==> config.mk <==
export PLATFORM = sky130hd
export DESIGN_NAME = fetchOutput
export DESIGN_NICKNAME = d
export VERILOG_FILES = /design/src/logic/icachePkg.sv /design/src/logic/fetchOutput.sv
export VERILOG_INCLUDE_DIRS = /design/src /design/src/logic
export SDC_FILE = /design/constraint.sdc
export NUM_CORES = 1
export LEC_CHECK = 0
export BUFFER_PORTS_ARGS = -buffer_cell sky130_fd_sc_hd__buf_2
export CAP_MARGIN = 20
export CORE_AREA = 2 2 311 313
export DETAILED_ROUTE_END_ITERATION = 8
export DIE_AREA = 0 0 313 315
export PLACE_DENSITY = 0.3
export SYNTH_ARGS = -nofsm -noshare
export SYNTH_HDL_FRONTEND = slang
export SYNTH_SLANG_ARGS = --single-unit
==> constraint.sdc <==
create_clock -name vclk -period 1.9
set_clock_uncertainty 0.1 [all_clocks]
set_input_delay 0.095 -clock vclk [all_inputs]
set_output_delay 0.095 -clock vclk [all_outputs]
set_load 0.02 [all_outputs]
==> src/logic/icache_macros.svh <==
`ifndef ICACHE_MACROS_SVH
`define ICACHE_MACROS_SVH

// cache geometry
`define ICACHE_WAYS 4
`define ICACHE_SETS 64
`define ICACHE_SET_BITS 6
`define ICACHE_TAG_BITS 22
`define ICACHE_LINE_BITS 128
`define ICACHE_OFFSET_BITS 4

// datapath widths
`define ICACHE_INST_BITS 32
`define ICACHE_ADDR_BITS 32

// captured fetch address after reset
`define ICACHE_RESET_PC 32'h0000_0000

`endif

==> src/logic/icachePkg.sv <==
`default_nettype none

`include "icache_macros.svh"

package icachePkg;

    typedef logic [`ICACHE_ADDR_BITS-1:0] addrT;
    typedef logic [`ICACHE_TAG_BITS-1:0] tagT;
    typedef logic [`ICACHE_SET_BITS-1:0] setT;
    typedef logic [`ICACHE_LINE_BITS-1:0] lineT;
    typedef logic [`ICACHE_INST_BITS-1:0] instT;
    typedef logic [`ICACHE_WAYS-1:0] wayMaskT;
    // bit 2 picks the pair, bit 1 covers ways 2/3, bit 0 ways 0/1
    typedef logic [2:0] plruT;

    typedef enum logic [1:0] {
        run,
        refill,
        recover,
        idleReset
    } ctrlStateT;

endpackage

`default_nettype wire

==> src/logic/fetchOutput.sv <==
`default_nettype none

`include "icache_macros.svh"

module fetchOutput (
    input  wire icachePkg::addrT    fetchAddr,
    input  wire                     outValid,
    input  wire                     fromResp,
    input  wire icachePkg::lineT    respLine,
    input  wire icachePkg::wayMaskT hitWay,
    input  wire icachePkg::lineT    way0Line,
    input  wire icachePkg::lineT    way1Line,
    input  wire icachePkg::lineT    way2Line,
    input  wire icachePkg::lineT    way3Line,
    output icachePkg::instT         inst0,
    output icachePkg::addrT         inst0Pc,
    output logic                    inst0Valid,
    output icachePkg::instT         inst1,
    output icachePkg::addrT         inst1Pc,
    output logic                    inst1Valid
);

    icachePkg::lineT                line;
    logic [2*`ICACHE_INST_BITS-1:0] pair;

    // a refill forwards the memory line directly
    always_comb begin
        if (fromResp) begin
            line = respLine;
        end else if (hitWay[0]) begin
            line = way0Line;
        end else if (hitWay[1]) begin
            line = way1Line;
        end else if (hitWay[2]) begin
            line = way2Line;
        end else if (hitWay[3]) begin
            line = way3Line;
        end else begin
            line = '0;
        end
    end

    // offset bit 3 selects the upper half of the line
    assign pair  = fetchAddr[3] ? line[`ICACHE_LINE_BITS-1 -: 2*`ICACHE_INST_BITS]
                                : line[2*`ICACHE_INST_BITS-1:0];
    assign inst0 = pair[`ICACHE_INST_BITS-1:0];
    assign inst1 = pair[2*`ICACHE_INST_BITS-1 -: `ICACHE_INST_BITS];

    assign inst0Pc    = {fetchAddr[`ICACHE_ADDR_BITS-1:3], 3'b000};
    assign inst1Pc    = {fetchAddr[`ICACHE_ADDR_BITS-1:3], 3'b100};
    assign inst0Valid = outValid && !fetchAddr[2];
    assign inst1Valid = outValid;

endmodule

`default_nettype wire

After elaboration in Yosys (flattened, before gate mapping)

Index checks and enable logic that the tools add are counted.

Word-level logic and storage cells: 8
Register bits after elaboration: 0
Input port bits: 678
Output and inout port bits: 130

Muxes and demuxes: 6
Reduce and logical (&&, ||, !) cells: 2

Operators by type and width:

| operator            | count |
|---|---|
| 128-bit two-way mux | 5 |
| 64-bit two-way mux  | 1 |
| 1-bit logical AND   | 1 |
| 1-bit logical NOT   | 1 |

Logic depth before layout (Yosys ltp)

Depth after elaboration: 6
Depth in mapped cells: 7
Depth with buffers taken out: 3

Worst setup path before layout

OpenSTA, ideal clock, no wires.

Path type: input to output
From: input port fromResp
To: output port inst0[23]
Buffers on the path: 3
Path slack: 0.174 ns
Data required time: 1.705 ns
Arrival: 1.531 ns
Stages on the path: 5
Cell sequence: buf_2 clkbuf_1 clkbuf_1 o31a_1 o32ai_1

Word-level cells in the longest chain between the ends: 2

Ends and longest elaborated chain:

| element             | RTL line          | text |
|---|---|---|
| from (decl)         | fetchOutput.sv:8  | `input wire fromResp,` |
| 128-bit two-way mux | fetchOutput.sv:28 | `if (fromResp) begin` |
| 64-bit two-way mux  | fetchOutput.sv:44 | `` assign pair = fetchAddr[3] ? line[`ICACHE_LINE_BITS-1 -: 2*`ICACHE_INST_BITS] `` |
| to (decl)           | fetchOutput.sv:15 | `output icachePkg::instT inst0,` |

No other way between the ends.

Final worst setup path

From: input port fromResp
To: output port inst1[31]

Word-level cells in the longest chain between the ends: 2

Ends and longest elaborated chain:

| element             | RTL line          | text |
|---|---|---|
| 128-bit two-way mux | fetchOutput.sv:28 |  |
| 64-bit two-way mux  | fetchOutput.sv:44 |  |
| to (decl)           | fetchOutput.sv:18 | `output icachePkg::instT inst1,` |

No other way between the ends.

==> results.ini <==
[run_status]
run_status = finished with violations
violations_in_the_final_reports = setup timing

[synthesis]
ys_top_cells_by_count = 259 x nand2_1, 102 x clkbuf_1, 81 x nor2b_1
ys_seq_area_share_pct = 0
post_synth.cell_area_avg_sq_um = 6.639
yosys.area.top_type = nand2_1
post_synth_instance_area_sq_um = 7535
post_synth_num_cell_types = 26
synth_most_common_cell = nand2_1
synth_top_cell_area_share_pct = 12.90
ys_top_cells_by_area = nand2_1 13%, nor3b_1 8.0%, o2111ai_1 7.4%
syn_inst = 1135
synth.yosys.warnings = 0

[worst_hold_path]
worst_hold_startpoint = fetchAddr[8]
hold_path_end = inst1Pc[8]
hold_depth = 0
hold_crit_path_type = primary input to output pin

[drt]
postRouteWirelength_mm = 66.82
detailedRoute.firstIterationViolations = 674
drt_drc_violations_left = 0
drt-vias-per-instance = 3.899
detailed_router_iteration_count_before_antenna_repair = 5
ant_nets = 0
wl_per_cell_microns = 21.83
via_count = 11930

[global_route]
first_global_vias = 12250
largest_net_degree_at_the_start_of_global_routing = 55
overflow = 0
grtUsageTotal_pct = 12.43
grt_antenna_before_repair = 34
wire_length_of_the_first_global_routing_pass_mm = 89.69

[pwr]
standby_leakage_power_nw = 5.695
powerDensity_nw_per_um2 = 231.5
irDropWorstVdd_uv = 79.56

[floorplan]
fp.dieArea_sq_um = 98600
ios = 808
start_util_pct = 7.873
die-width_microns = 313
core_region_area_sq_um = 95710
chipHeight_microns = 315
rows = 114

[sta]
worst_hold_margin_ps = 90.01
post-route-worst-setup-slack_ps = -8.573
fin_tns_setup_ps = -8.573
worstMarginPinSlew_ps = 479.0
layout_min_cycle_time_ps = 1909
slew_headroom_pct = 67.24
achievable-frequency_mhz = 524.0
final_max_slew_viol_count = 0
timing.final.setup_violations = 1
rsz0062_at_grt = yes
final-hold-violation-count = 0
min_period_over_period_pct = 100.5

[clocking]
ctsHoldBuffers = 0

[setup_path]
cp_data_arrival_time_ps = 1710
critical-path-top-cell-by-count = buf_16
critPathMaxStageDelay_ps = 520
worstPathRequired_ps = 1700
setup.worst_path.start_class = primary input
critical_path.cell_chain = buf_16, or3b_4, buf_12, buf_16, buf_6, o2111ai_4, o32ai_2, buf_4
cp-end-kind = output pin
timing.setup.critical_path_class = primary input to output pin
crit_slowest_cell = or3b_4
worst-path-max-fanout = 8

[cells_and_area]
multiInputGateArea_sq_um = 6491
layout-drive-gt1-share_pct = 51.58
flow.area_growth_from_synthesis_pct = 77.23
final_nets = 2450
ff_latch_area_sq_um = 0
design.seq.count = 0
n_fill_cell = 11270
clock_buffer_count = 0

[place]
last_weighted_congestion_value_of_the_routability_driven_placer = 0.8357
place.port_buffers = 716
place_hpwl_mm = 57.00

[job]
drv_cap = 0

[worst max-delay path: cells and delay by family]
| kind | cells | cell delay (ps) |
|---|---|---|
| compound gates | 2 | 290 |
| buf+inv | 5 | 770 |
| simple gates | 1 | 520 |
[what timing repair did]
| action | CTS | global route |
|---|---|---|
| resized for setup | 12 | 28 |
| endpoints found under the setup margin | 7 | 24 |
| pin swaps | 0 | 6 |
| setup buffers | 2 | 3 |
| cloned | 0 | 2 |
[power breakdown]
part	internal [mW]	switching [mW]	total, mW	leakage [nW]
Sequential	0	0	0	0
Combinational	1.45	1.64	3.09	5.69
Clock	0.000000993	0	0.000000993	0.0000887
Total	1.45	1.64	3.09	5.69
[area by class of cell]
type                            instances  share of cell area, %
Inverter                               14                 0.3935
Antenna cell                           14                 0.2623
Multi-Input combinational cell        910                  48.61
Tap cell                             1276                  11.96
Timing Repair Buffer                  846                  38.78
[metrics by stage]
step	instance area [sq um]	instances	util, %	total power [mW]	setup WS, ps
finish	13350	3060	13.95	3.091	-8.573
CTS	13100	3041	13.69	3.088	-45.95
global route	13350	3057	13.94	3.347	-72.27
detailed placement	13030	3039	13.62	3.055	-368.0
global placement	13030	3039	13.62	3.077	-410.5
floorplan	7550	1139	-	1.542	174.2
[layout by cell type (no fill, tap or decap), types with 45 or more instances in the layout]
cell type  Yosys  layout
nor2b_1       81      80
a221oi_1      49      49
o32ai_1       49      45
nor3b_1       80      79
a211o_1       63      63
or3b_2        49      49
o2111ai_1     64      57
o2111a_1      49      49
buf_2         40     706
nand2b_1      49      49
nand2_1      259     259
buf_4         67      89
o31a_1        49      49
[how the worst max path moves through the flow]
stage	startpoint	to	slack [ps]	cells past startpoint
6_report	fromResp	inst1[31]	-9	8
3_5_place_dp	hitWay[1]	inst0[5]	-370	6
5_1_grt	fromResp	inst1[31]	-70	8
4_1_cts	hitWay[0]	inst0[31]	-50	8
3_3_place_gp	hitWay[1]	inst0[5]	-410	6
2_1_floorplan	fromResp	inst0[23]	170	5
[per-layer routing]
layer / vias to the layer above / routed length, microns / track usage, % / share of wire [%]
met3: 96 / 4388 / 2.427 / 6.6
met4: 18 / 1636 / 3.621 / 2.4
met2: 530 / 32160 / 21.19 / 48
li1: 5624 / - / - / -
met5: - / 118 / 0 / 0.18
met1: 5664 / 28510 / 15.79 / 43
[kinds of logic after synthesis]
logic type,count (synthesis),share of synthesized area (%)
compound gates,383,46.36
buf+inv,229,15.91
other cells,2,0.09967
simple gates,521,37.63
No activity file was read; power rests on OpenSTA's default activity.
