File: src/logic/icache_macros.svh
`ifndef ICACHE_MACROS_SVH
`define ICACHE_MACROS_SVH

// cache geometry
`define ICACHE_WAYS 4
`define ICACHE_SETS 64
`define ICACHE_SET_BITS 6
`define ICACHE_TAG_BITS 22
`define ICACHE_LINE_BITS 128
`define ICACHE_OFFSET_BITS 4

// datapath widths
`define ICACHE_INST_BITS 32
`define ICACHE_ADDR_BITS 32

// captured fetch address after reset
`define ICACHE_RESET_PC 32'h0000_0000

`endif

File: src/logic/icachePkg.sv
`default_nettype none

`include "icache_macros.svh"

package icachePkg;

    typedef logic [`ICACHE_ADDR_BITS-1:0] addrT;
    typedef logic [`ICACHE_TAG_BITS-1:0] tagT;
    typedef logic [`ICACHE_SET_BITS-1:0] setT;
    typedef logic [`ICACHE_LINE_BITS-1:0] lineT;
    typedef logic [`ICACHE_INST_BITS-1:0] instT;
    typedef logic [`ICACHE_WAYS-1:0] wayMaskT;
    // bit 2 picks the pair, bit 1 covers ways 2/3, bit 0 ways 0/1
    typedef logic [2:0] plruT;

    typedef enum logic [1:0] {
        run,
        refill,
        recover,
        idleReset
    } ctrlStateT;

endpackage

`default_nettype wire

File: src/logic/waySelect.sv
`default_nettype none

`include "icache_macros.svh"

module waySelect (
    input  wire                     clk,
    input  wire                     rst,
    input  wire icachePkg::setT     set,
    input  wire icachePkg::wayMaskT wayHit,
    input  wire icachePkg::wayMaskT wayValid,
    input  wire                     fillEn,
    output logic                    hit,
    output icachePkg::wayMaskT      hitWay,
    output icachePkg::wayMaskT      wayFill
);

    icachePkg::plruT    plru [`ICACHE_SETS];
    icachePkg::plruT    cur;
    icachePkg::wayMaskT victim;
    icachePkg::wayMaskT useWay;

    assign hit = |wayHit;
    assign cur = plru[set];

    // lowest hitting way wins
    always_comb begin
        hitWay = '0;
        for (int i = `ICACHE_WAYS - 1; i >= 0; i--) begin
            if (wayHit[i]) begin
                hitWay    = '0;
                hitWay[i] = 1'b1;
            end
        end
    end

    // an empty way first, otherwise walk the tree away from recent use
    always_comb begin
        victim = '0;
        if (&wayValid) begin
            if (cur[2]) begin
                victim = cur[1] ? 4'b1000 : 4'b0100;
            end else begin
                victim = cur[0] ? 4'b0010 : 4'b0001;
            end
        end else begin
            for (int i = `ICACHE_WAYS - 1; i >= 0; i--) begin
                if (!wayValid[i]) begin
                    victim    = '0;
                    victim[i] = 1'b1;
                end
            end
        end
    end

    assign wayFill = fillEn ? victim : '0;
    assign useWay  = fillEn ? victim : hitWay;

    always_ff @(posedge clk) begin
        if (rst) begin
            for (int i = 0; i < `ICACHE_SETS; i++) begin
                plru[i] <= '0;
            end
        end else if (useWay[0] || useWay[1]) begin
            plru[set][2] <= 1'b1;
            plru[set][0] <= useWay[0];
        end else if (useWay[2] || useWay[3]) begin
            plru[set][2] <= 1'b0;
            plru[set][1] <= useWay[2];
        end
    end

endmodule

`default_nettype wire

File: config.mk
export PLATFORM = sky130hd
export DESIGN_NAME = waySelect
export DESIGN_NICKNAME = d
export VERILOG_FILES = /design/src/logic/icachePkg.sv /design/src/logic/waySelect.sv
export VERILOG_INCLUDE_DIRS = /design/src /design/src/logic
export SDC_FILE = /design/constraint.sdc
export NUM_CORES = 1
export LEC_CHECK = 0
export BUFFER_PORTS_ARGS = -buffer_cell sky130_fd_sc_hd__buf_2
export CORE_UTILIZATION = 40
export CTS_CLUSTER_SIZE = 10
export DETAILED_ROUTE_END_ITERATION = 10
export GPL_TIMING_DRIVEN = 0
export HOLD_SLACK_MARGIN = 0.08
export PLACE_DENSITY_LB_ADDON = 0.1
export SLEW_MARGIN = 20
export SYNTH_ARGS = -nofsm -noshare
export SYNTH_HDL_FRONTEND = slang
export SYNTH_SLANG_ARGS = --single-unit
File: constraint.sdc
create_clock -name clk -period 5.1 [get_ports clk]
set_input_delay 1.02 -clock clk [delete_from_list [all_inputs] [get_ports clk]]
set_output_delay 1.02 -clock clk [all_outputs]
set_load 0.03 [all_outputs]
# ---- Yosys cells after proc, flatten, opt, wreduce, memory -nomap -nowiden
# Memory sizes are Yosys's and may differ from the RTL's.
# Index checks and enable logic that the tools add are counted.
dict set report classes {
  n_mux 27
  bitwise_logic 1
  n_reduce_logical 5
}
# op count
set ops {}
lappend ops {{two-way mux 4 bit} 13}
lappend ops {{two-way mux 1 bit} 10}
lappend ops {{two-way mux 3 bit} 2}
lappend ops {{two-way mux 6 bit} 1}
lappend ops {{AND reduction 4 bit} 1}
lappend ops {{OR reduction 4 bit} 1}
lappend ops {{OR reduction 3 bit} 1}
lappend ops {{logical OR 1 bit} 2}
lappend ops {{two-way mux 2 bit} 1}
lappend ops {{bitwise OR 1 bit} 1}
dict set report totals {
  ff_bits 0
  mem_bits_rw 192
  output_inout_bits 9
  wordCells 34
  memories 1
}
# name depth word_bits rd rd_clocked_by_memory_dff wr line
set memory_table {}
lappend memory_table {plru 64 3 1 0 64 waySelect.sv:17} ;# icachePkg::plruT plru [`ICACHE_SETS];

# ---- Logic depth before layout (Yosys ltp)
dict set report depth {
  word_depth 14
  ltp_mapped 16
  depth_no_buf 8
}

# ---- Least setup slack after synthesis
# Ideal clock, no wire load.
dict set report synth_path {
  path_type {input to output}
  start {in set[2]}
  end {out wayFill[2]}
  arrival_ps 3883
  slack_ps 197
  path_stages 14
  path_buffers 7
  cell_sequence {buf_6 -> buf_2 -> buf_2 -> buf_2 -> clkbuf_1 -> mux2_2 -> a22oi_1 -> a21oi_1 -> a311oi_1 -> a31oi_1 -> or2_2 -> buf_2 -> buf_2 -> inv_1}
}
dict set report synth_between {
  elab_chain_len 5
}
# item line
set synth_lines {}
lappend synth_lines {{start, declared} waySelect.sv:8} ;# input wire icachePkg::setT set,
lappend synth_lines {{memory (64 x 3 bit) *} n/a}
lappend synth_lines {{two-way mux 4 bit} waySelect.sv:41} ;# victim = cur[1] ? 4'b1000 : 4'b0100;
lappend synth_lines {{two-way mux 4 bit *} waySelect.sv:40} ;# if (cur[2]) begin
lappend synth_lines {{two-way mux 4 bit *} waySelect.sv:39} ;# if (&wayValid) begin
lappend synth_lines {{two-way mux 4 bit *} waySelect.sv:55} ;# assign wayFill = fillEn ? victim : '0;
lappend synth_lines {{end, declared} waySelect.sv:14} ;# output icachePkg::wayMaskT wayFill
# Mark *: on every way between the ends. The rest lies on a longest branch, timed or not.

# ---- Worst setup path in the final report
dict set report layout_path {
  start {in set[2]}
  end {out wayFill[0]}
}
dict set report layout_between {
  elab_chain_len 5
}
# item line
set layout_lines {}
lappend layout_lines {{memory (64 x 3 bit) *} n/a}
lappend layout_lines {{two-way mux 2 bit} waySelect.sv:43} ;# victim = cur[0] ? 4'b0010 : 4'b0001;
lappend layout_lines {{two-way mux 4 bit *} waySelect.sv:40}
lappend layout_lines {{two-way mux 4 bit *} waySelect.sv:39}
lappend layout_lines {{two-way mux 4 bit *} waySelect.sv:55}
# Marked as above.

==> metrics.cfg <==
[outcome]
violations = setup timing
status = finished with violations

[finish]
post-route-util = 0.463
fin_cells = 1507
nNetsFinal = 1170
largest_registers = plru (192)
drive_above_1_share = 0.179
largest_reg_flops = 192
regMostFlops = plru
fill_cells = 2658
area_growth_pct = 13.1

[routing]
wl_um = 53200
vias = 10450
firstDrtPassIters = 7
drc = 0
ant_nets = 0
wl_per_cell_um = 35.3
vias_per_cell = 6.93
dr.first_iter.drc_count = 1821

[sta]
rsz0062_at_grt = false
period_minus_slack_ns = 5.12
setup_viol = 3
worstMarginPinSlew_ns = 1.22
final_max_slew_viol_count = 0
hold_violations = 0
fmaxAchievable_mhz = 195
finClkSkew_ns = 0.0155
fin_tns_setup_ns = -0.0268
setup_ws_ns = -0.0158
period_share = 1.00
timing.slew.headroom = 0.184

[worst_setup_path]
path_max_fanout = 10
r2r-end = plru[17][0]
cp.required_ns = 4.08
worstReg2RegStart = plru[49][2]
cp-start-kind = input port
crit_arrival_ns = 4.10
worstSetupPathType = in -> out
startpoint = set[2]
reg2reg_slack_ns = 0.80
reg2regPathDepth = 11
critical_path.endpoint = wayFill[0]
endpoint_kind = primary output

[global_route]
first_global_vias = 9868
grt_pass1_wl_um = 73000
antenna_found_initial = 2
grt_max_degree = 19
globalRouteTotalUtil = 0.378
grt.overflow.total = 0

[placed_design]
placed_cells = 1473
gp_congestion = 1.02
port_buffers = 22
dp_hpwl_um = 36400
post-place-ws_ns = -1.59

[floorplan]
floorplan.initialDensity = 0.409
die_x_um = 168
die_y_um = 168
core_area_um2 = 27000
rows = 60
ios = 26
die_area_um2 = 28300

[clock_tree]
cts-root-buf = clkbuf_16
clk_pin_slew_worst_paths_ns = 0.08
holdBufCountCts = 0
cts_max_level = 4
cts.sinks = 192
numCtsBuffers = 17
cts_tree = built
clkLatencyLatePin_ns = 0.46
cts_buffer_depth = 2

[yosys]
synthArstFlopShare = 0
synth.distinct_cells = 64
yosysSeqAreaShare = 0.522
synthCells = 1107
yosys_register_bits = 192
avgSynthCellArea_um2 = 9.98
synth_enable_flop_cells = 192
ys.flop_type = edfxtp_1
syn_nets = 1124
yosys_warnings = 0
synth_area_um2 = 11100

[min_path]
hold_class = in -> reg
hp-start = wayHit[2]

[run]
drv_cap = 0

[power_and_ir_drop]
p_leak_nw = 3.88
power_mw = 3.96
power.density_nw_per_um2 = 317
ir_worst_vdd_mv = 0.248

[per-layer routing]
layer / wire [um] / up-vias / track usage
li1: - / 4232 / -
met1: 20600 / 5185 / 0.515
met4: 2930 / 4 / 0.175
met5: 92 / - / 0
met3: 7310 / 183 / 0.101
met2: 22300 / 846 / 0.559
[area by class of cell]
cell class	count	area [um2]	share of cell area
Timing Repair Buffer	32	200	0.0160
Sequential cell	192	5770	0.461
Buffer	132	739	0.0592
Tap cell	341	427	0.0341
Antenna cell	1	2.50	0.000200
Inverter	3	11.3	0.000901
Clock inverter	14	150	0.0120
Clock buffer	17	425	0.0340
Multi-Input combinational cell	775	4780	0.382
[placed cells by master (no fill, tap or decap), types with 13 or more instances in the layout]
master,count
a21oi_1,201
buf_4,13
mux2_2,16
a22oi_1,20
o21bai_1,64
nor2_1,92
nand2_1,85
nor3_1,97
clkbuf_1,61
clkbuf_16,17
buf_2,52
edfxtp_1,192
[power by group]
| part | internal, mW | switching, mW | leakage [nW] |
|---|---|---|---|
| registers | 1.84 | 0.0490 | 1.79 |
| clock network | 0.692 | 0.721 | 0.279 |
| logic | 0.184 | 0.482 | 1.81 |
| total | 2.71 | 1.25 | 3.88 |
[worst max-delay path: stages]
cell and delay [ns]:
buf_6 0.12, clkbuf_4 0.22, buf_2 0.34, and3b_1 0.22, clkbuf_1 0.38, nand2_1 0.19, a31oi_1 0.22, a221oi_1 0.43
nand4b_1 0.34, o31ai_1 0.26, and2_1 0.15, buf_2 0.19
[stage by stage]
| step | hold slack [ns] | cell area, um2 |
|---|---|---|
| finish | 1.15 | 12500 |
| global route | 1.16 | 12500 |
| CTS | 1.14 | 12400 |
| detailed placement | 1.50 | 11600 |
| floorplan | 1.08 | 11100 |
| global placement | 1.48 | 11600 |
[repair_timing]
item                                    CTS  global route
gates cloned                              0             1
resized for setup                        50            25
pin swaps                                 6             7
endpoints found under the setup margin  214             5
buffers inserted                          2             5
[how the worst min path moves through the flow]
stage                   to  cells after the start
6_report       plru[43][1]                      3
3_5_place_dp   plru[63][0]                      7
2_1_floorplan  plru[11][0]                      7
4_1_cts        plru[49][1]                      3
3_3_place_gp   plru[63][0]                      7
5_1_grt        plru[49][1]                      3
[cell families (layout without fill, tap and decap cells)]
| group | after synthesis | after routing | share of synthesized area |
|---|---|---|---|
| other cells | 0 | 1 | 0 |
| buf+inv | 141 | 198 | 0.0582 |
| mux | 34 | 34 | 0.0428 |
| compound gates | 368 | 368 | 0.208 |
| simple gates | 372 | 373 | 0.170 |
| flops | 192 | 192 | 0.522 |
[cell usage after synthesis, types with 11 or more instances]
| cell type | instances | area share |
|---|---|---|
| a221oi_1 | 11 | 0.0087 |
| a21oi_1 | 201 | 0.091 |
| nor2_1 | 92 | 0.031 |
| buf_2 | 44 | 0.020 |
| a22oi_1 | 28 | 0.019 |
| nor3_1 | 100 | 0.045 |
| o21bai_1 | 64 | 0.043 |
| buf_1 | 12 | 0.0041 |
| mux2_2 | 16 | 0.016 |
| nand2_1 | 85 | 0.029 |
| edfxtp_1 | 192 | 0.52 |
| o21ai_0 | 11 | 0.0050 |
| clkbuf_1 | 74 | 0.025 |
Power figures use the tool's default switching activity.
