`config.mk`:
```
export PLATFORM = sky130hd
export DESIGN_NAME = fetchCtrl
export DESIGN_NICKNAME = d
export VERILOG_FILES = /design/src/logic/icachePkg.sv /design/src/logic/fetchCtrl.sv
export VERILOG_INCLUDE_DIRS = /design/src /design/src/logic
export SDC_FILE = /design/constraint.sdc
export NUM_CORES = 1
export LEC_CHECK = 0
export BUFFER_PORTS_ARGS = -buffer_cell sky130_fd_sc_hd__buf_4
export CORE_UTILIZATION = 43
export CTS_BUF_LIST = sky130_fd_sc_hd__clkbuf_4 sky130_fd_sc_hd__clkbuf_8
export CTS_CLUSTER_DIAMETER = 120
export DETAILED_ROUTE_END_ITERATION = 8
export HOLD_SLACK_MARGIN = 0.05
export PLACE_DENSITY = 0.93
export SLEW_MARGIN = 0
export SYNTH_ARGS = -nofsm -noshare
export SYNTH_HDL_FRONTEND = slang
export SYNTH_SLANG_ARGS = --single-unit
```
`constraint.sdc`:
```
create_clock -name clk -period 2.94 [get_ports clk]
set_clock_uncertainty 0.15 [all_clocks]
set_input_delay 0.588 -clock clk [delete_from_list [all_inputs] [get_ports clk]]
set_output_delay 0.588 -clock clk [all_outputs]
set_load 0.02 [all_outputs]
```
`src/logic/icache_macros.svh`:
```
`ifndef ICACHE_MACROS_SVH
`define ICACHE_MACROS_SVH

// cache geometry
`define ICACHE_WAYS 4
`define ICACHE_SETS 64
`define ICACHE_SET_BITS 6
`define ICACHE_TAG_BITS 22
`define ICACHE_LINE_BITS 128
`define ICACHE_OFFSET_BITS 4

// datapath widths
`define ICACHE_INST_BITS 32
`define ICACHE_ADDR_BITS 32

// captured fetch address after reset
`define ICACHE_RESET_PC 32'h0000_0000

`endif

```
`src/logic/icachePkg.sv`:
```
`default_nettype none

`include "icache_macros.svh"

package icachePkg;

    typedef logic [`ICACHE_ADDR_BITS-1:0] addrT;
    typedef logic [`ICACHE_TAG_BITS-1:0] tagT;
    typedef logic [`ICACHE_SET_BITS-1:0] setT;
    typedef logic [`ICACHE_LINE_BITS-1:0] lineT;
    typedef logic [`ICACHE_INST_BITS-1:0] instT;
    typedef logic [`ICACHE_WAYS-1:0] wayMaskT;
    // bit 2 picks the pair, bit 1 covers ways 2/3, bit 0 ways 0/1
    typedef logic [2:0] plruT;

    typedef enum logic [1:0] {
        run,
        refill,
        recover,
        idleReset
    } ctrlStateT;

endpackage

`default_nettype wire

```
`src/logic/fetchCtrl.sv`:
```
`default_nettype none

`include "icache_macros.svh"

module fetchCtrl (
    input  wire                  clk,
    input  wire                  rst,
    input  wire icachePkg::addrT pc,
    input  wire                  flush,
    input  wire                  hit,
    input  wire                  memReqReady,
    input  wire                  memRespValid,
    output logic                 pauseReq,
    output logic                 memReqValid,
    output icachePkg::addrT      memReqAddr,
    output icachePkg::setT       rdSet,
    output icachePkg::tagT       lookupTag,
    output icachePkg::addrT      fetchAddr,
    output logic                 fillEn,
    output icachePkg::setT       fillSet,
    output logic                 outValid,
    output logic                 fromResp
);

    icachePkg::ctrlStateT state;
    icachePkg::ctrlStateT nextState;
    logic                 outstanding;
    logic                 outstandingNext;
    logic                 accept;

    // a miss in run keeps requesting until memory takes it
    assign memReqValid = (state == icachePkg::run) && !hit;

    // only one line request can be in flight
    assign outstandingNext = (outstanding && !memRespValid) || (memReqValid && memReqReady);

    always_comb begin
        nextState = state;
        accept    = 1'b0;
        fillEn    = 1'b0;
        outValid  = 1'b0;
        fromResp  = 1'b0;
        case (state)
            icachePkg::idleReset: begin
                accept    = 1'b1;
                nextState = icachePkg::run;
            end
            icachePkg::run: begin
                if (hit) begin
                    accept   = 1'b1;
                    outValid = 1'b1;
                end else if (memReqReady) begin
                    nextState = icachePkg::refill;
                end
            end
            icachePkg::refill: begin
                if (memRespValid) begin
                    accept    = 1'b1;
                    fillEn    = 1'b1;
                    outValid  = 1'b1;
                    fromResp  = 1'b1;
                    nextState = icachePkg::run;
                end
            end
            icachePkg::recover: begin
                // the late line is dropped, not written
                if (memRespValid) begin
                    accept    = 1'b1;
                    nextState = icachePkg::run;
                end
            end
            default: begin
                nextState = icachePkg::idleReset;
            end
        endcase
        // flush aborts the miss, but a request in flight must still be waited out
        if (flush) begin
            fillEn    = 1'b0;
            outValid  = 1'b0;
            accept    = !outstandingNext;
            nextState = outstandingNext ? icachePkg::recover : icachePkg::run;
        end
    end

    always_ff @(posedge clk) begin
        if (rst) begin
            state       <= icachePkg::idleReset;
            outstanding <= 1'b0;
            fetchAddr   <= `ICACHE_RESET_PC;
        end else begin
            state       <= nextState;
            outstanding <= outstandingNext;
            if (accept) begin
                fetchAddr <= pc;
            end
        end
    end

    assign pauseReq   = !accept;
    assign fillSet    = fetchAddr[`ICACHE_OFFSET_BITS +: `ICACHE_SET_BITS];
    assign lookupTag  = fetchAddr[`ICACHE_ADDR_BITS-1 -: `ICACHE_TAG_BITS];
    assign rdSet      = accept ? pc[`ICACHE_OFFSET_BITS +: `ICACHE_SET_BITS] : fillSet;
    assign memReqAddr = {fetchAddr[`ICACHE_ADDR_BITS-1:`ICACHE_OFFSET_BITS],
                         {`ICACHE_OFFSET_BITS{1'b0}}};

endmodule

`default_nettype wire

```
Word-level counts from Yosys, hierarchy flattened
Cells that the tools add are included.

Equality and inequality tests: 6. Mux-type cells: 15. Reduce and logical (&&, ||, !) cells: 11.

Operator list (count): 2-bit two-way mux (5); 1-bit two-way mux (6); 6-bit two-way mux (1); 3-bit != test (second input constant) (2); 2-bit case mux with 3 select lines (1); 2-bit == test (second input constant) (2); 1-bit zero test (4); 1-bit logical AND (3); 3-bit by 1-bit != test with 1-bit output (second input constant) (1); 1-bit case mux with 3 select lines (1); 3-bit AND reduction (1); 2-bit by 1-bit == test with 1-bit output (second input constant) (1); 2-bit zero test (1); 1-bit case mux with 2 select lines (1); 2-bit OR reduction (1); 1-bit logical OR (1).

Flip-flop bits (word level): 35.

Longest topological paths before layout
Gate-level depths: netlist of run 1.

Word-level depth: 7. Depth in mapped cells: 7. Gate-level depth less buffers: 5.

Least setup slack after synthesis of run 1
Ideal clock, no wire load.

Path kind: reg2out. Start: register state[0]. End: output rdSet[0]. Data arrival time: 1.737 ns. Required time: 2.202 ns. Slack: 0.465 ns. Stages on the path, launching flop included: 7. Buffers on the path: 1. Cell sequence: dfxtp_1 -> inv_1 -> ha_1 -> and4b_1 -> a211oi_2 -> buf_4 -> mux2_1.

Cells in the longest elaborated chain, start to end: 7. Elaborated cells between the ends (all ways): 12. Those cells by class: eq/ne: 3; mux: 3; reduce/logical: 6.

RTL lines: start: declaration (line fetchCtrl.sv:25) `icachePkg::ctrlStateT state;`; start signal: assignment (line fetchCtrl.sv:87) `state <= icachePkg::idleReset;`; start signal: assignment (line fetchCtrl.sv:91) `state <= nextState;`; parallel branches: the longest is 5 deep, another holds 1-bit case mux with 3 select lines; 1-bit two-way mux * (line fetchCtrl.sv:77) `if (flush) begin`; 6-bit two-way mux * (line fetchCtrl.sv:102) `` assign rdSet = accept ? pc[`ICACHE_OFFSET_BITS +: `ICACHE_SET_BITS] : fillSet; ``; end: declaration (line fetchCtrl.sv:16) `output icachePkg::setT rdSet,`.

Mark *: on every way between the ends.

Final worst setup path of run 1
Start: register state[1]. End: output rdSet[3].

Same word-level chain as after synthesis.

==> results.toml, run 1 <==
[grt]
grtUsageTotal = 0.172
grt_pass1_wl_um = 6840
antenna_found_initial = 0
grt_pass1_vias = 1530
grt_start_max_net_pins = 66
busiest_layer = "met2"
grt_use_met1 = 0.173
met2_usage = 0.343
use_met3 = 0.0527
grt_overflow = 0

[cts]
cts.sinks = 35
numCtsBuffers = 5
hold_buffers = 0
htreeDepth = 2
clkTransAtPathRegs_ps = 70
clkLatencyLatePin_ps = 280
cts_buffer_depth = 2
cts_tree = "done"
root_buffer = "clkbuf_8"

[route]
wl_um = 4670
wire_per_inst_um = 12.2
drt_pass1_iterations = 6
viasPerCell = 4.60
vias = 1757
ant_nets = 0
drcViolationCount = 24
drt_first_iter_violations = 70

[critical_path]
endpoint = "rdSet[3]"
r2r_setup_slack_ps = 940
critical_path.startpoint_type = "flop"
cp.arrival_ps = 2140
crit_start = "state[1]"
end_kind = "primary output"
critPathKind = "flop to primary output"
r2r-end = "fetchAddr[12]"
required_ps = 2200
ff2ff_path_depth = 7
crit_fanout = 7
worstReg2RegStart = "state[1]"

[timing]
finalHoldViolCount = 0
period_needed_ps = 2880
post-route-period-util = 0.979
finalSetupViolCount = 0
fmax_mhz = 347
maxSlewViolCount = 0

[power]
p_per_area_nw_per_um2 = 527
peakVddDrop_mv = 0.250
p_leak_uw = 0.00165
power.total_uw = 1540

[floorplan]
dieArea_um2 = 5020
io_pins = 141
die_height_um = 70.8
coreArea_um2 = 4440
rows = 24
start_util = 0.459
die_width_um = 70.8

[synth]
avgSynthCellArea_um2 = 8.49
syn_area_um2 = 2040
ys_ff_latch = 35
yosys.area.top_type_share = 0.344
synth_top_cell_by_area = "dfxtp_1"
syn_inst = 240
synth_cell_type_count = 24
synth.area.top_cells = "dfxtp_1, buf_4, mux2i_1, nand2_1, mux2_1"
ys_warn_count = 0
synth-seq-area-share = 0.344

[placement]
dpl.hpwl_um = 3420
placed_area_um2 = 2680
place.gp.congestion = 0.804
io_buffer_count = 136

[cells_and_area]
fill_cells = 385
final_cell_area_um2 = 2920
drive_above_1_share = 0.503
multiInputGateArea_um2 = 842
area_growth_pct = 43.3
regArea_um2 = 702
nets = 370
diodes = 0
utilization = 0.657

[hold_path]
hold_path.class = "flop to flop"
hold_path_depth = 2

[run_status]
violations = "DRC"
status = "complete, but fails checks"

[flow_run]
maxCapViolations = 0
-- where the power goes --
group,internal (µW),switching [µW],total (µW)
Clock,185,164,349
Sequential,520,43.9,564
Combinational,306,320,626
-- synth_stat cells, drive strengths merged --
cell type,number
a211oi,2
a21o,1
a21oi,3
a32oi,1
and3b,1
and4b,1
buf,64
clkbuf,7
conb,1
dfxtp,35
ha,3
inv,6
mux2,6
mux2i,32
nand2,67
nand2b,1
nor2,3
nor2b,3
nor3,1
o21ai,1
o31ai,1
-- sequential cells by signal, indices dropped and copies added (netlist names) --
register and flops:
fetchAddr 32, outstanding 1, state 2
-- per-stage QoR --
step           setup WS (ps)  setup TNS (ps)  hold WS, ps  std cells
2_1_floorplan            465               0          338        243
3_3_place_gp             243               0          294        363
3_5_place_dp             217               0          305        363
4_1_cts                 18.4               0          315        373
5_1_grt                -9.35           -25.6          337        382
6_report                60.9               0          311        382
-- metal layers --
metal / part of all wire / vias to the layer above
li1: - / 878
met1: 0.36 / 794
met2: 0.55 / 83
met3: 0.082 / 2
met4: 0.0036 / 0
met5: 0 / -
-- layout make-up --
cell class / count / area share
clock inverter: 1 / 0.00171
timing repair buffer: 150 / 0.411
clock buffer: 7 / 0.0287
sequential: 35 / 0.240
multi-input combinational: 131 / 0.288
inverter: 6 / 0.00771
tap: 52 / 0.0223
-- timing repair --
item / 4_1_cts / 5_1_grt
cloned: 1 / 1
gates resized for setup: 0 / 8
setup buffers: 1 / 8
pin swaps: 1 / 1
endpoints found under the setup margin: 6 / 6
-- cells in the final DEF (no fill, tap or decap), types with 2 or more instances in the layout --
cell,n
inv_1,3
nand2_1,67
clkbuf_8,5
a21oi_1,3
mux2_1,6
clkbuf_4,2
dfxtp_1,34
ha_1,2
buf_4,144
nor2_1,3
conb_1,4
inv_2,3
buf_6,2
nor2b_1,3
mux2i_1,32
buf_12,2
-- how the worst min path moves through the flow --
stage	endpoint	startpoint	slack [ps]
after floorplan	state[1]	state[1]	340
after global placement	fetchAddr[3]	fetchAddr[3]	290
after detailed placement	fetchAddr[2]	fetchAddr[2]	310
after CTS	fetchAddr[2]	fetchAddr[2]	310
after global routing	outstanding	rst	340
final	fetchAddr[2]	fetchAddr[2]	310
-- kinds of logic after synthesis --
family                     count (synthesis)  share of synthesized area
and+or+nand+nor                           77                      0.153
DFF                                       35                      0.344
muxes                                     38                      0.190
adders and majority gates                  3                     0.0184
buffers and inverters                     77                      0.262
other                                      1                    0.00184
AOI/OAI and AO/OA                          9                     0.0313
-- worst max-delay path: stages (launching register included) --
cell	delay (ps)
dfxtp_1	350
inv_2	70
ha_4	180
and4b_2	250
a211oi_4	270
buf_6	150
clkbuf_16	130
mux2_1	310
buf_4	160
No activity file was read; power rests on OpenSTA's default activity.
==> run 2, diff against run 1 <==
BUFFER_PORTS_ARGS = default   (was -buffer_cell sky130_fd_sc_hd__buf_4)
CORE_UTILIZATION = 64   (was 43)
DONT_BUFFER_PORTS = 1   (was default)
PLACE_DENSITY = 0.9   (was 0.93)
REMOVE_ABC_BUFFERS = 1   (was default)
==> run 2 against run 1 <==
Combinational power shrank 61%; the run now ends clean; cell count shrank 39%; via count shrank 29%; hold slack lost 140 ps; register-to-register slack lost 70 ps; highest routed layer unchanged; sequential share of layout area grew 16 points.
==> results.toml, run 2 (synthesized netlist as in run 1, its figures left out) <==
[route]
drt_pass1_iterations = 4
drt_first_iter_violations = 72
drcViolationCount = 0
ant_nets = 0
vias = 1242
wl_um = 3040
viasPerCell = 5.31
wire_per_inst_um = 13.0

[grt]
grtUsageTotal = 0.172
antenna_found_initial = 0
grt_pass1_vias = 1051
grt_pass1_wl_um = 4370
grt_start_max_net_pins = 66
grt_overflow = 0

[critical_path]
cp_slowest_cell = "mux2_2"
crit_fanout = 10
cpPeakStageDelay_ps = 400
crit_chain = "inv_1 -> ha_2 -> and4b_1 -> a211oi_4 -> buf_6 -> mux2_2"
required_ps = 2200
end_kind = "primary output"
cp_top_family = "multiplexers"
critPathKind = "flop to primary output"
cp.arrival_ps = 2080
critical_path.startpoint_type = "flop"
critPathBufInv = 2

[floorplan]
coreArea_um2 = 3030
dieArea_um2 = 3410
io_pins = 141
start_util = 0.673
die_width_um = 58.4
die_height_um = 58.4
rows = 20

[placement]
place.gp.congestion = 0.784
placed_area_um2 = 1680
io_buffer_count = 0
dpl.hpwl_um = 2120

[flow_run]
maxCapViolations = 0

[cells_and_area]
drive_above_1_share = 0.147
area_growth_pct = -14.5
reg.largest.list = "fetchAddr (32), state (2), outstanding (1)"
final_common_cell = "nand2_1"
diodes = 0
layout_common_cells = "nand2_1, dfxtp_1, mux2i_1"
nets = 232
multiInputGateArea_um2 = 826
fill_cells = 265
final_cell_area_um2 = 1740
largest_register = "fetchAddr"
largest_reg_flops = 32
regArea_um2 = 701

[timing]
finalSetupViolCount = 0
fin_tns_setup_ps = 0
tightest_slew_ps = 964
finalHoldViolCount = 0
period_needed_ps = 2810
slew_headroom = 0.356
fmax_mhz = 355
grt_setup_unrepaired = "false"
maxSlewViolCount = 0
post-route-period-util = 0.957

[cts]
cts.sinks = 35
htreeDepth = 2
root_buffer = "clkbuf_4"
clkTransAtPathRegs_ps = 90
clkLatencyLatePin_ps = 320
numCtsBuffers = 5
cts_tree = "done"
hold_buffers = 0
cts_buffer_depth = 2

[power]
p_per_area_nw_per_um2 = 660
p_leak_uw = 0.000891
peakVddDrop_mv = 0.380

[run_status]
status = "finished clean"

[hold_path]
hold_path.class = "input port to flop"
run 2: cell types whose count changed in the layout (fill, tap and decap cells not counted), sizes merged:
cell and change:
buf -136, clkbuf -2, bufbuf -1, clkinv -1
run 2: through the flow:
stage | util | cells | worst slack (ps) | hold WS [ps] | total power, µW
2_1_floorplan | - | 172 | -1370 | 338 | 874
3_3_place_gp | 0.554 | 226 | 355 | 364 | 914
3_5_place_dp | 0.554 | 226 | 322 | 391 | 921
4_1_cts | 0.570 | 232 | 1.99 | 153 | 1160
5_1_grt | 0.576 | 234 | 31.6 | 147 | 1210
6_report | 0.576 | 234 | 126 | 174 | 1150
run 2: layer usage:
| layer | part of all wire | vias to the layer above | GRT usage |
|---|---|---|---|
| li1 | - | 602 | - |
| met4 | 0.017 | 0 | 0.0816 |
| met1 | 0.41 | 557 | 0.179 |
| met3 | 0.097 | 6 | 0.0857 |
| met2 | 0.47 | 77 | 0.291 |
| met5 | 0 | - | 0 |
run 2: report_power, final:
group          switching [µW]  internal [µW]  total (µW)
combinational             150           95.1         245
clock                     136           94.2         230
sequential                156            519         675
run 2: cell type report:
class | count | share of cell area
Inverter | 6 | 0.0129
Multi-Input combinational cell | 131 | 0.474
Timing Repair Buffer | 12 | 0.0538
Clock buffer | 6 | 0.0258
Tap cell | 44 | 0.0316
Sequential cell | 35 | 0.402
run 2: path summary, 6_finish.rpt:
| kind | cells past startpoint | slack [ps] | startpoint | endpoint |
|---|---|---|---|---|
| hold reg to reg | 2 | 410 | fetchAddr[2] | fetchAddr[2] |
| hold / removal | 1 | 170 | rst | outstanding |
| setup reg to reg | 7 | 870 | state[0] | fetchAddr[12] |
| setup / recovery | 6 | 130 | state[0] | rdSet[5] |
run 2: repair_timing:
item | CTS | global route
endpoints found under the hold margin | 0 | 0
gates resized for setup | 5 | 3
setup endpoints to repair | 4 | 6
buffers inserted | 0 | 2
run 2: worst register-to-register path: cells and delay by family, from the launching register on:
| family | cells | cell delay [ps] |
|---|---|---|
| AO/OA/AOI/OAI | 1 | 250 |
| adder cells (fa/ha/maj) | 1 | 220 |
| buffers and inverters | 3 | 510 |
| flip-flops | 1 | 390 |
| multiplexers | 1 | 230 |
| AND/OR/NAND/NOR | 1 | 240 |
